### config.mk
export PLATFORM = sky130hd
export DESIGN_NAME = tile_renderer
export DESIGN_NICKNAME = d
export VERILOG_FILES = /design/src/logic/vid_pkg.sv /design/src/logic/tile_renderer.sv
export VERILOG_INCLUDE_DIRS = /design/src /design/src/logic
export SDC_FILE = /design/constraint.sdc
export NUM_CORES = 1
export LEC_CHECK = 0
export ABC_AREA = 1
export BUFFER_PORTS_ARGS = -buffer_cell sky130_fd_sc_hd__buf_2
export CORE_MARGIN = 10
export CORE_UTILIZATION = 41
export CTS_CLUSTER_SIZE = 16
export DETAILED_ROUTE_END_ITERATION = 16
export PLACE_DENSITY = 0.81
export REMOVE_ABC_BUFFERS = 1
export SLEW_MARGIN = 20
export SYNTH_ARGS = -nofsm -noshare
export SYNTH_HDL_FRONTEND = slang
export SYNTH_SLANG_ARGS = --single-unit
### constraint.sdc
create_clock -name clk -period 3.85 [get_ports clk]
set_clock_uncertainty 0.15 [all_clocks]
set_input_delay 0.77 -clock clk [delete_from_list [all_inputs] [get_ports clk]]
set_output_delay 0.77 -clock clk [all_outputs]
set_load 0.02 [all_outputs]
### src/logic/vid_defines.svh
`ifndef VID_DEFINES_SVH
`define VID_DEFINES_SVH

// ==================================================
// cpu address map
// ==================================================

`define VID_PAT_START    16'hc000  // tile pattern window base
`define VID_PAT_WORDS    1024      // 16 tiles of 64 pixels

`define VID_FB_START     16'he000  // framebuffer window base
`define VID_FB_WORDS     512       // two tile indices per word

`define VID_SCALE_REG    16'hfffc
`define VID_HSCROLL_REG  16'hfffd
`define VID_VSCROLL_REG  16'hfffe

// ==================================================
// tile geometry
// ==================================================

`define VID_MAP_COLS     32        // tiles per framebuffer row
`define VID_TILE_PIX     8         // pixels per tile edge
`define VID_TILE_COUNT   16        // tiles held in pattern memory

`endif

### src/logic/vid_pkg.sv
`default_nettype none

package vid_pkg;

    typedef logic [15:0] addr_t;      // cpu bus address
    typedef logic [15:0] word_t;      // cpu data / memory word

    typedef logic [9:0]  coord_t;     // screen or scrolled coordinate
    typedef logic [1:0]  scale_t;     // right shift applied to screen coords

    typedef logic [7:0]  tile_idx_t;  // one framebuffer byte

    // 4 bits each of red, green and blue
    typedef logic [11:0] pixel_t;

endpackage

`default_nettype wire

### src/logic/tile_renderer.sv
`timescale 1ns/1ps
`default_nettype none

`include "vid_defines.svh"

module tile_renderer (
    input  logic                               clk,
    input  logic                               arst_n,
    input  vid_pkg::coord_t                    pixel_x,
    input  vid_pkg::coord_t                    pixel_y,
    input  vid_pkg::scale_t                    scale,
    input  vid_pkg::coord_t                    hscroll,
    input  vid_pkg::coord_t                    vscroll,
    output logic [$clog2(`VID_FB_WORDS)-1:0]   fb_rd_addr,
    input  vid_pkg::word_t                     fb_rd_data,
    output logic [$clog2(`VID_PAT_WORDS)-1:0]  pat_rd_addr,
    input  vid_pkg::word_t                     pat_rd_data,
    output vid_pkg::pixel_t                    pixel
);

    localparam int TILE_SHIFT = $clog2(`VID_TILE_PIX);
    localparam int COL_BITS   = $clog2(`VID_MAP_COLS);
    localparam int ROW_BITS   = $clog2(`VID_FB_WORDS * 2 / `VID_MAP_COLS);
    localparam int TILE_BITS  = $clog2(`VID_TILE_COUNT);

    vid_pkg::coord_t              sx;
    vid_pkg::coord_t              sy;
    logic [ROW_BITS+COL_BITS-1:0] slot;
    logic                         odd_q;
    logic [TILE_SHIFT-1:0]        fine_x_q;
    logic [TILE_SHIFT-1:0]        fine_y_q;
    vid_pkg::tile_idx_t           tile;
    logic [1:0]                   live_q;

    // ==================================================
    // stage 1: coordinate to framebuffer word
    // ==================================================

    assign sx   = (pixel_x >> scale) + hscroll; // wraps at 1024
    assign sy   = (pixel_y >> scale) + vscroll;
    assign slot = {sy[TILE_SHIFT +: ROW_BITS], sx[TILE_SHIFT +: COL_BITS]};

    assign fb_rd_addr = slot[ROW_BITS+COL_BITS-1:1]; // two slots per word

    always_ff @(posedge clk) begin
        odd_q    <= slot[0];
        fine_x_q <= sx[TILE_SHIFT-1:0];
        fine_y_q <= sy[TILE_SHIFT-1:0];
    end

    // ==================================================
    // stage 2: tile byte to pattern word
    // ==================================================

    assign tile        = odd_q ? fb_rd_data[15:8] : fb_rd_data[7:0];
    assign pat_rd_addr = {tile[TILE_BITS-1:0], fine_y_q, fine_x_q}; // tile mod 16

    // tracks how far valid coordinates have travelled since reset release
    always_ff @(posedge clk or negedge arst_n) begin
        if (!arst_n) begin
            live_q <= '0;
        end else begin
            live_q <= {live_q[0], 1'b1};
        end
    end

    // the pattern RAM output register holds the colour
    assign pixel = live_q[1] ? vid_pkg::pixel_t'(pat_rd_data[11:0]) : '0;

    a_pixel_known: assert property (
        @(posedge clk) disable iff (!arst_n) live_q[1] |-> !$isunknown(pixel)
    );

endmodule

`default_nettype wire

==> results_dict.tcl <==
set metrics [dict create \
    cts_tree "yes" \
    switching_share_pct 45.54 \
    overflow 0 \
    hold_ws_ns 0.1434 \
    synthDistinctLibCells 31 \
    synth_area_per_cell_sq_um 6.310 \
    rrSetupSlack_ns 3.23 \
    clk_latency_ns 0.25 \
    grt_pass1_wl_microns 6672 \
    area_growth_pct 31.16 \
    synth_top_area_cell "nand2_1" \
    synth_edf_count 0 \
    synth_warnings 0 \
    core-area_sq_mm 0.003390 \
    reg2reg_to "live_q[1]" \
    port_buffers 90 \
    fin_crit_ns 3.603 \
    synthTopCellsByArea "nand2_1 18%, ha_1 12%, inv_1 10%" \
    die_w_microns 79.63 \
    drt_iter0_markers 26 \
    r2r-start "live_q[0]" \
    critical_path.endpoint "fb_rd_addr[7]" \
    synth_cells 231 \
    r2r_cells 0 \
    hold_viol 0 \
    status "finished clean" \
    die_area_sq_mm 0.006340 \
    fmax_mhz 277.6 \
    grt_pass1_vias 1589 \
    intPower_mw 0.2907 \
    fin_crit_sh_pct 93.58 \
    initial_core_util_pct 43.00 \
    io_pins 107 \
    p_clk_share_pct 12.8 \
    path_max_fanout 13 \
    maxSlewViolCount 0 \
    peakVddDrop_mv 0.08632 \
    wire_per_inst_microns 11.37 \
    hold_buffers 0 \
    diodes 0 \
    tns_ns 0 \
    grt_antenna_before_repair 0 \
    hpwl_microns 3747 \
    rows 21 \
    cp.required_ns 2.93 \
    pwr-share-comb_pct 64.6 \
    numCtsBuffers 3 \
    maxCapViolations 0 \
    fin_nets 408 \
    syn_area_sq_mm 0.001458 \
    ys_seq_area_share_pct 13.05 \
    synth-async-reset-ratio_pct 22.22 \
    rsz0062_at_grt "false" \
    cp_data_arrival_time_ns 2.68 \
    fillCellCount 338 \
    antenna_left 0 \
    dr_total_vias 1669 \
    place_congestion 0.8174 \
    yosysMostFrequentCell "nand2_1" \
    hp-class "primary input to async pin" \
    drive_gt1_share_pct 35.24 \
    total_power_mw 0.5338 \
    cts.sinks 9 \
    synth_commonest_cells "70 x nand2_1, 40 x inv_1, 15 x nand3_1" \
    crit_path_end_kind "output port" \
    dr.pass1.iters 4 \
    grt.total_usage_pct 12.49 \
    clkTransAtPathRegs_ns 0.05 \
    startpoint_type "primary input" \
    setup_viol 0 \
    yosys_register_bits 9 \
    cellPowerDensity_mw_per_mm2 279.2 \
    grt_max_degree 14 \
    p_seq_share_pct 22.5 \
    ys.flop_type "dfxtp_1" \
    viasPerCell 4.623 \
    p_sw_mw 0.2431 \
    crit_start "scale[0]" \
    htree_levels 1 \
    drt_wl_total_microns 4104 \
    critPathKind "primary input to output port" \
    power_leakage_nw 1.237 \
    die_y_microns 79.63 \
    drc 0 \
    clockRootBuffer "clkbuf_4" \
    clk_path_buf_depth 2 \
    synth_top_area_share_pct 18.03 \
]
-- metal layers --
metal / wire (microns) / track usage, % / vias to the layer above
li1: - / - / 895
met1: 1852 / 14.62 / 701
met2: 1645 / 19.34 / 71
met3: 581 / 6.081 / 2
met4: 24 / 4.301 / 0
met5: 0 / 0 / -
-- placed cells by master, fill, tap and decap left out, drive strengths merged --
master / count
fa: 2
mux2i: 6
nand2: 70
o211ai: 2
a22oi: 1
clkbuf: 5
nand3: 16
a21oi: 14
dfrtp: 2
o21ai: 21
nand3b: 1
nor2: 3
mux2: 4
nand4: 2
or2: 1
dfxtp: 7
inv: 42
ha: 14
a21o: 1
xnor2: 2
conb: 1
buf: 94
xor2: 4
-- sequential cells by signal, indices dropped and copies added (netlist names) --
register	count
odd_q	1
fine_y_q	3
live_q	2
fine_x_q	3
-- layout make-up --
cell class              count  area, sq um  share of cell area (%)
repair buffers             95        490.5                   25.65
flip-flops and latches      9        190.2                   9.948
inverters                  42        157.7                   8.246
clock buffers               4        26.28                   1.374
multi-input cells         165        989.7                   51.77
well taps                  46        57.56                   3.010
-- cells by family (layout without fill, tap and decap cells) --
| family | Yosys count | count (layout) | share of synthesized area (%) |
|---|---|---|---|
| other cells | 1 | 1 | 0.2573 |
| simple gates | 93 | 93 | 26.44 |
| fa+ha+maj | 16 | 16 | 14.76 |
| flops | 9 | 9 | 13.05 |
| buf+inv | 57 | 141 | 19.31 |
| compound gates | 39 | 39 | 15.37 |
| xor+xnor | 6 | 6 | 3.605 |
| mux | 10 | 10 | 7.210 |
-- stage by stage --
step	std cells	setup slack (ns)	utilization, %	area, sq um
2_1_floorplan	216	0.5287	-	1334
5_1_grt	361	0.02731	56.40	1912
4_1_cts	361	0.04724	56.22	1906
3_3_place_gp	357	0.1001	55.44	1879
6_report	361	0.2472	56.40	1912
3_5_place_dp	357	0.05340	55.44	1879
-- repair_timing --
action	in CTS	in global routing
resized for setup	0	4
setup endpoints to repair	0	3
buffers inserted	0	0
-- power groups by stage --
| stage | Sequential (mW) | Clock (mW) | Combinational [mW] |
|---|---|---|---|
| after floorplan | 0.139 | 0 | 0.209 |
| after global placement | 0.122 | 0 | 0.341 |
| after detailed placement | 0.123 | 0 | 0.346 |
| after CTS | 0.121 | 0.0729 | 0.348 |
| after global routing | 0.122 | 0.0818 | 0.388 |
| final | 0.120 | 0.0684 | 0.345 |
-- worst max-delay path: stages --
cell and delay, ns:
clkbuf_4 0.18, inv_2 0.18, nand2_1 0.08, a22oi_1 0.18, ha_1 0.19, inv_1 0.06
fa_1 0.41, o21ai_1 0.24, nand2_1 0.10, nand2_1 0.07, nand2_1 0.04, nand2_1 0.04
buf_2 0.15
-- worst min-delay path by stage --
stage / startpoint / end / slack (ns) / cells after the start
finish: arst_n / live_q[1] / 0.14 / 1
detailed placement: live_q[0] / live_q[1] / 0.19 / 0
CTS: arst_n / live_q[1] / 0.13 / 1
floorplan: live_q[0] / live_q[1] / 0.18 / 0
global route: arst_n / live_q[1] / 0.11 / 1
global placement: live_q[0] / live_q[1] / 0.18 / 0
Power figures use the tool's default switching activity.
