File: config.mk
export PLATFORM = sky130hd
export DESIGN_NAME = bus_decoder
export DESIGN_NICKNAME = d
export VERILOG_FILES = /design/src/logic/vid_pkg.sv /design/src/logic/bus_decoder.sv
export VERILOG_INCLUDE_DIRS = /design/src /design/src/logic
export SDC_FILE = /design/constraint.sdc
export NUM_CORES = 1
export LEC_CHECK = 0
export ABC_CLOCK_PERIOD_IN_PS = 1550
export BUFFER_PORTS_ARGS = -buffer_cell sky130_fd_sc_hd__buf_2
export CORE_MARGIN = 3
export CORE_UTILIZATION = 31
export DETAILED_ROUTE_END_ITERATION = 8
export GPL_ROUTABILITY_DRIVEN = 0
export GPL_TIMING_DRIVEN = 0
export SLEW_MARGIN = 30
export SYNTH_ARGS = -nofsm -noshare
export SYNTH_HDL_FRONTEND = slang
export SYNTH_SLANG_ARGS = --single-unit
File: constraint.sdc
create_clock -name clk -period 1.55 [get_ports clk]
set_input_delay 0.31 -clock clk [delete_from_list [all_inputs] [get_ports clk]]
set_output_delay 0.31 -clock clk [all_outputs]
set_load 0.02 [all_outputs]
File: src/logic/vid_defines.svh
`ifndef VID_DEFINES_SVH
`define VID_DEFINES_SVH

// ==================================================
// cpu address map
// ==================================================

`define VID_PAT_START    16'hc000  // tile pattern window base
`define VID_PAT_WORDS    1024      // 16 tiles of 64 pixels

`define VID_FB_START     16'he000  // framebuffer window base
`define VID_FB_WORDS     512       // two tile indices per word

`define VID_SCALE_REG    16'hfffc
`define VID_HSCROLL_REG  16'hfffd
`define VID_VSCROLL_REG  16'hfffe

// ==================================================
// tile geometry
// ==================================================

`define VID_MAP_COLS     32        // tiles per framebuffer row
`define VID_TILE_PIX     8         // pixels per tile edge
`define VID_TILE_COUNT   16        // tiles held in pattern memory

`endif

File: src/logic/vid_pkg.sv
`default_nettype none

package vid_pkg;

    typedef logic [15:0] addr_t;      // cpu bus address
    typedef logic [15:0] word_t;      // cpu data / memory word

    typedef logic [9:0]  coord_t;     // screen or scrolled coordinate
    typedef logic [1:0]  scale_t;     // right shift applied to screen coords

    typedef logic [7:0]  tile_idx_t;  // one framebuffer byte

    // 4 bits each of red, green and blue
    typedef logic [11:0] pixel_t;

endpackage

`default_nettype wire

File: src/logic/bus_decoder.sv
`timescale 1ns/1ps
`default_nettype none

`include "vid_defines.svh"

module bus_decoder (
    input  logic                                clk,
    input  logic                                arst_n,
    input  logic                                wen,
    input  vid_pkg::addr_t                      waddr,
    input  vid_pkg::word_t                      wdata,
    input  vid_pkg::addr_t                      raddr,
    output logic                                fb_we,
    output logic                                pat_we,
    output logic [$clog2(`VID_PAT_WORDS)-1:0]   ram_waddr,
    output logic [$clog2(`VID_PAT_WORDS)-1:0]   ram_raddr,
    input  vid_pkg::word_t                      fb_cpu_rdata,
    input  vid_pkg::word_t                      pat_cpu_rdata,
    output vid_pkg::word_t                      rdata,
    output vid_pkg::scale_t                     scale,
    output vid_pkg::coord_t                     hscroll,
    output vid_pkg::coord_t                     vscroll
);

    localparam int OFS_W = $clog2(`VID_PAT_WORDS); // wide enough for either region

    logic           rd_fb_q;
    logic           rd_pat_q;
    logic           rd_reg_q;
    logic           reg_hit;
    vid_pkg::word_t reg_word;
    vid_pkg::word_t reg_word_q;
    vid_pkg::word_t next_rdata;

    function automatic logic is_fb(input vid_pkg::addr_t a);
        return (a >= `VID_FB_START) && (a < (`VID_FB_START + `VID_FB_WORDS));
    endfunction

    function automatic logic is_pat(input vid_pkg::addr_t a);
        return (a >= `VID_PAT_START) && (a < (`VID_PAT_START + `VID_PAT_WORDS));
    endfunction

    function automatic logic [OFS_W-1:0] region_offset(input vid_pkg::addr_t a);
        vid_pkg::addr_t base;
        base = is_fb(a) ? vid_pkg::addr_t'(`VID_FB_START) : vid_pkg::addr_t'(`VID_PAT_START);
        return OFS_W'(a - base);
    endfunction

    // ==================================================
    // write decode
    // ==================================================

    assign fb_we     = wen && is_fb(waddr);
    assign pat_we    = wen && is_pat(waddr);
    assign ram_waddr = region_offset(waddr);
    assign ram_raddr = region_offset(raddr); // unmapped reads are zeroed later

    always_ff @(posedge clk or negedge arst_n) begin
        if (!arst_n) begin
            scale   <= '0;
            hscroll <= '0;
            vscroll <= '0;
        end else if (wen) begin
            case (waddr)
                `VID_SCALE_REG:   scale   <= wdata[1:0];
                `VID_HSCROLL_REG: hscroll <= wdata[9:0];
                `VID_VSCROLL_REG: vscroll <= wdata[9:0];
                default: ;
            endcase
        end
    end

    // ==================================================
    // read path
    // ==================================================

    // Register values are captured on the same edge the RAMs sample their
    // address, so a read colliding with a register write sees the old value.
    always_comb begin
        reg_hit  = 1'b1;
        reg_word = '0;
        case (raddr)
            `VID_SCALE_REG:   reg_word = vid_pkg::word_t'(scale);
            `VID_HSCROLL_REG: reg_word = vid_pkg::word_t'(hscroll);
            `VID_VSCROLL_REG: reg_word = vid_pkg::word_t'(vscroll);
            default:          reg_hit  = 1'b0;
        endcase
    end

    always_ff @(posedge clk) begin
        reg_word_q <= reg_word;
    end

    always_comb begin
        if (rd_fb_q) begin
            next_rdata = fb_cpu_rdata;
        end else if (rd_pat_q) begin
            next_rdata = pat_cpu_rdata;
        end else if (rd_reg_q) begin
            next_rdata = reg_word_q;
        end else begin
            next_rdata = '0; // unmapped
        end
    end

    always_ff @(posedge clk or negedge arst_n) begin
        if (!arst_n) begin
            rd_fb_q  <= 1'b0;
            rd_pat_q <= 1'b0;
            rd_reg_q <= 1'b0;
            rdata    <= '0;
        end else begin
            rd_fb_q  <= is_fb(raddr);
            rd_pat_q <= is_pat(raddr);
            rd_reg_q <= reg_hit;
            rdata    <= next_rdata; // second cycle of read latency
        end
    end

    a_one_region_write: assert property (
        @(posedge clk) disable iff (!arst_n) !(fb_we && pat_we)
    );

endmodule

`default_nettype wire

==> impl_metrics.tcl, run 1 <==
set metrics [dict create \
    status "complete, but fails checks" \
    violations "setup timing" \
    timing.fmax_mhz 627.4 \
    cp-start-kind "input port" \
    worstPathRequired_ns 1.24 \
    antenna_left 0 \
    core_region_area_um2 6944 \
    critPathMaxFanout 2 \
    ys_seq_elements 51 \
    max_stage_delay_ns 0.53 \
    die-width_um 91.54 \
    top_usage_layer "met2" \
    synthCells 192 \
    cp-end-kind "output port" \
    whs_path_depth 2 \
    grt.met3_usage_pct 4.557 \
    relSlewSlack_pct 65.96 \
    ys_async_sr_fraction_pct 80.39 \
    grt_max_degree 42 \
    synth_edf_count 0 \
    clock_latency_ns 0.30 \
    post_cts_buffers 0 \
    fin_worst_skew_ns 0.006366 \
    drt_iter0_drc 55 \
    cp_top_family "simple AND/OR/NAND/NOR gates" \
    crit_type "input port to output port" \
    final.setup.worst_slack_ns -0.04391 \
    hpwl_um 4473 \
    clockBufferDepth 2 \
    path_buf_inv 2 \
    synth_area_leaders "dfrtp_1, mux2_4, dfxtp_1, buf_4, a22oi_1" \
    drc_errors 0 \
    fin_total_pwr_mw 2.572 \
    die_area_um2 8380 \
    std_cell_rows 30 \
    p_leak_nw 1.755 \
    ios 143 \
    r2r_cells 4 \
    min_path_type "input port to register" \
    die_h_um 91.54 \
    synth_warnings 0 \
    synth_top_area_share_pct 45.23 \
    grt_usage_pct 13.66 \
    synthMostInstantiatedCell "dfrtp_1" \
    vdd_drop_max_mv 0.3924 \
    seq_area_frac_synth_pct 54.05 \
    initial_core_util_pct 32.67 \
    yosys-top-cells-count "dfrtp_1, buf_4, mux2_4" \
    placedCellCount 424 \
    path_cells "buf_6 -> or4_4 -> nor3b_2 -> buf_4" \
    wl_per_cell_um 13.08 \
    grt_pass1_vias 1922 \
    avgSynthCellArea_um2 11.81 \
    tightest_slew_ns 0.5106 \
    timing.hold.ws_ns 0.1864 \
    htreeDepth 2 \
    syn-cell-area_um2 2268 \
    yosys.cell_types.count 23 \
    finalSetupTns_ns -0.04391 \
    clkSinkCount 51 \
    drive_gt1_share_pct 57.27 \
    numCtsBuffers 5 \
    final_cells 433 \
    antenna_found_initial 0 \
    crit_cells 4 \
    use_met2_pct 21.12 \
    yosysTopAreaCell "dfrtp_1" \
    num_antenna_cells 0 \
    hold_viol 0 \
    area_growth_pct 42.58 \
    met1_usage_pct 17.80 \
    rsz0062_at_grt "true" \
    numPortBuffers 136 \
    cts_tree "built" \
    num-fill-cells 662 \
    routed_wl_um 5665 \
    power_density_nw_per_um2 795.1 \
    finalCriticalPeriod_ns 1.594 \
    via_count 1867 \
    nNetsFinal 419 \
    slew_violations 0 \
    grt_pass1_wl_um 9232 \
    synth_fp_nets 275 \
    path_clk_slew_ns 0.09 \
    dr.pass1.iters 4 \
    maxCapViolCount 0 \
    setup_viol 1 \
    gr-total-overflow 0 \
    min_period_over_period_pct 102.8 \
    ys.flop_type "dfrtp_1" \
    slowest_stage "or4_4" \
    cts_root_buffer "clkbuf_8" \
    crit_arrival_ns 1.28 \
    viasPerCell 4.312 \
]
## placed cells by master, fill, tap and decap left out, types with 2 or more instances in the layout
cell,count
buf_2,132
dfrtp_1,41
buf_4,23
mux2_4,20
a22oi_1,17
nor2_1,16
nand2_1,15
o21ai_0,11
dfxtp_1,10
nand4_1,6
clkbuf_1,6
clkbuf_8,6
a22o_1,5
nor2b_1,4
a21oi_1,4
buf_6,4
or4_1,2
mux2i_1,2
mux2_2,2
nand3b_1,2
## registers in the layout, summed over array words and instances, names as in the netlist
name	count
hscroll	10
rd_fb_q	1
rd_pat_q	1
rd_reg_q	1
rdata	16
reg_word_q	10
scale	2
vscroll	10
## path summary, 6_finish.rpt
kind	slack, ns	start	to
max	-0.04	waddr[12]	fb_we
min	0.19	raddr[13]	rd_pat_q
max reg2reg	0.24	rd_fb_q	rdata[5]
min reg2reg	0.53	reg_word_q[7]	rdata[7]
max in group asynchronous	0.68	arst_n	rd_pat_q
min in group asynchronous	0.52	arst_n	rdata[2]
## layer usage
metal  vias to the layer above  wire length (um)
li1                        953                 -
met1                       804              2484
met2                       101              2549
met3                         9               529
met4                         0               101
met5                         -                 0
## power breakdown
| group | total, mW | internal, mW | switching [mW] |
|---|---|---|---|
| Combinational | 0.277 | 0.137 | 0.140 |
| Clock | 0.964 | 0.531 | 0.433 |
| Sequential | 1.33 | 1.33 | 0.00119 |
| Total | 2.57 | 2.00 | 0.574 |
## final cells by class
class                           count  area, um^2  area share, %
Buffer                             30       203.9          6.306
Clock buffer                        6       82.58          2.553
Sequential cell                    51        1226          37.91
Multi-Input combinational cell    111       852.1          26.34
Clock inverter                      2       38.79          1.199
Timing Repair Buffer              137       710.7          21.97
Tap cell                           96       120.1          3.714
## per-stage QoR
stage	cell area, um^2	util [%]	worst slack, ns
global route	3234	46.58	-0.08320
floorplan	2273	-	0.03134
global placement	3074	44.27	-0.1076
finish	3234	46.58	-0.04391
CTS	3213	46.27	-0.08554
detailed placement	3074	44.27	-0.1298
## what timing repair did
| item | in CTS | in global routing |
|---|---|---|
| endpoints found under the setup margin | 2 | 2 |
| pin swaps | 2 | 2 |
| hold endpoints to repair | 0 | 7 |
| hold buffers | 0 | 1 |
| resized for setup | 4 | 2 |
## logic make-up after synthesis
family          Yosys count  synth area share [%]
flops                    51                 54.05
simple gates             50                 10.98
compound gates           37                 10.87
buf+inv                  30                 8.990
mux                      24                 15.11
## worst register-to-register path: cells and delay by family, from the launching register on
kind | cells | cell delay [ns]
buf+inv | 2 | 0.69
flops | 1 | 0.33
simple gates | 1 | 0.11
compound gates | 1 | 0.10
Power figures use the tool's default switching activity.
==> inputs of run 2 (changes only) <==
Settings changed: CORE_ASPECT_RATIO set to 1.75.
==> run 2 against run 1 <==
Routed wire length is 0.79% higher. Power rose by 11%. Worst hold slack got worse by 0.19 ns. Count of clock-buffer cells in the layout down 1. Sequential power barely moved. Non-clock buffer count is 1 lower. The flow finishes with violations (hold timing, setup timing). Global-route usage about the same.
==> impl_metrics.tcl, run 2 (synthesized netlist as in run 1, its figures left out) <==
set metrics [dict create \
    viasPerCell 4.548 \
    cts_tree "built" \
    routed_wl_um 5710 \
    cp-start-kind "input port" \
    swShare_pct 21.60 \
    p_switching_uw 615.4 \
    p_clk_share_pct 43.5 \
    die-width_um 70.67 \
    clkSinkCount 51 \
    wl_per_cell_um 13.60 \
    via_count 1910 \
    cp_top_family "simple AND/OR/NAND/NOR gates" \
    finalCriticalPeriod_ns 1.605 \
    timing.fmax_mhz 623.1 \
    tightest_slew_ns 0.5083 \
    hpwl_um 4682 \
    drt_iter0_drc 74 \
    antenna_found_initial 0 \
    antenna_left 0 \
    ios 143 \
    dr.pass1.iters 4 \
    clockBufferDepth 2 \
    grt_max_degree 42 \
    num_antenna_cells 0 \
    violations "hold timing, setup timing" \
    initial_core_util_pct 32.38 \
    intPower_mw 2.233 \
    hold_viol 4 \
    die_h_um 119.2 \
    numCtsBuffers 5 \
    post_cts_buffers 0 \
    fin_util_pct 46.73 \
    p_leak_nw 1.776 \
    max_stage_delay_ns 0.54 \
    setup_viol 1 \
    nNetsFinal 418 \
    grt_usage_pct 13.68 \
    status "complete, but fails checks" \
    path_buf_inv 2 \
    die_area_um2 8420 \
    grt_pass1_wl_um 9114 \
    std_cell_rows 40 \
    rsz0062_at_grt "true" \
    vdd_drop_max_mv 0.4821 \
    clock_latency_ns 0.29 \
    rrSetupSlack_ns 0.30 \
    cp-end-kind "output port" \
    path_cells "buf_6 -> or4_4 -> nor3b_4 -> buf_6" \
    path_clk_slew_ns 0.07 \
    largest_reg_flops 16 \
    numPortBuffers 136 \
    drc_errors 0 \
    worstReg2RegStart "rd_fb_q" \
    crit_cells 4 \
    gr-total-overflow 0 \
    crit_arrival_ns 1.29 \
    combPwrFrac_pct 9.8 \
    layout.cells.most_common "buf_2" \
    fin_total_pwr_mw 2.849 \
    core_region_area_um2 7007 \
    area_growth_pct 44.35 \
    grt_pass1_vias 1966 \
    r2r_cells 4 \
    maxCapViolCount 0 \
    cp-startpoint "waddr[12]" \
    power_density_nw_per_um2 870.0 \
    worstPathRequired_ns 1.24 \
    relSlewSlack_pct 66.11 \
    design_area_um2 3274 \
    crit_top_cell "buf_6" \
    num-fill-cells 676 \
    timing.hold.ws_ns -0.003935 \
    final.setup.worst_slack_ns -0.05487 \
    slew_violations 0 \
    finalSetupTns_ns -0.05487 \
    drive_gt1_share_pct 57.44 \
    final_cell_mix "buf_2, dfrtp_1, buf_4, mux2_4, a22oi_1" \
    r2r_end "rdata[9]" \
    place_area_um2 3059 \
    cts_root_buffer "clkbuf_16" \
    slowest_stage "or4_4" \
    crit_type "input port to output port" \
    regMostFlops "rdata" \
    min_path_type "input port to asynchronous set/reset pin" \
    power_frac_seq_pct 46.7 \
    critPathMaxFanout 2 \
    min_period_over_period_pct 103.5 \
    endpoint "fb_we" \
    htreeDepth 2 \
    fin_worst_skew_ns 0.009460 \
]
run 2: metal layers:
metal  GRT usage (%)  vias to the layer above  wire length [um]
li1                -                      948                 -
met1           14.38                      871              2002
met2           25.82                       89              3241
met3           3.125                        2               411
met4           4.941                        0                54
met5               0                        -                 0
run 2: power by group through the flow:
stage                     registers, mW  logic [mW]  clock network (mW)
after detailed placement           1.36       0.273                   0
after global placement             1.36       0.269                   0
final                              1.33       0.279                1.24
after CTS                          1.33       0.277                1.27
after global routing               1.33       0.305                1.34
after floorplan                    1.36      0.0986                   0
run 2: metrics by stage:
| step | std cells | setup WS [ns] | hold slack (ns) |
|---|---|---|---|
| floorplan | 192 | 0.03134 | 0.01441 |
| global placement | 412 | -0.1236 | 0.4769 |
| detailed placement | 412 | -0.1325 | 0.4904 |
| CTS | 420 | -0.08662 | 0.1804 |
| global route | 420 | -0.09972 | 0.02442 |
| finish | 420 | -0.05487 | -0.003935 |
run 2: final cells by class:
type | instances | area [um^2] | area share, %
flip-flops and latches | 51 | 1226 | 37.45
multi-input cells | 111 | 865.8 | 26.44
repair buffers | 136 | 701.9 | 21.44
plain buffers | 30 | 203.9 | 6.229
clock buffers | 5 | 125.1 | 3.821
well taps | 84 | 105.1 | 3.210
clock inverters | 3 | 46.29 | 1.414
run 2: worst min-delay path by stage:
| stage | startpoint | end | slack [ns] | depth (start not counted) |
|---|---|---|---|---|
| after global placement | arst_n | hscroll[6] | 0.48 | 1 |
| after floorplan | arst_n | hscroll[0] | 0.01 | 0 |
| final | arst_n | vscroll[8] | -0.004 | 1 |
| after detailed placement | arst_n | vscroll[6] | 0.49 | 1 |
| after global routing | arst_n | vscroll[8] | 0.02 | 1 |
| after CTS | arst_n | vscroll[8] | 0.18 | 1 |
run 2: timing repair:
action | in CTS | in global routing
pin swaps | 2 | 1
endpoints found under the setup margin | 2 | 1
hold buffers | 0 | 0
endpoints found under the hold margin | 0 | 0
resized for setup | 4 | 4
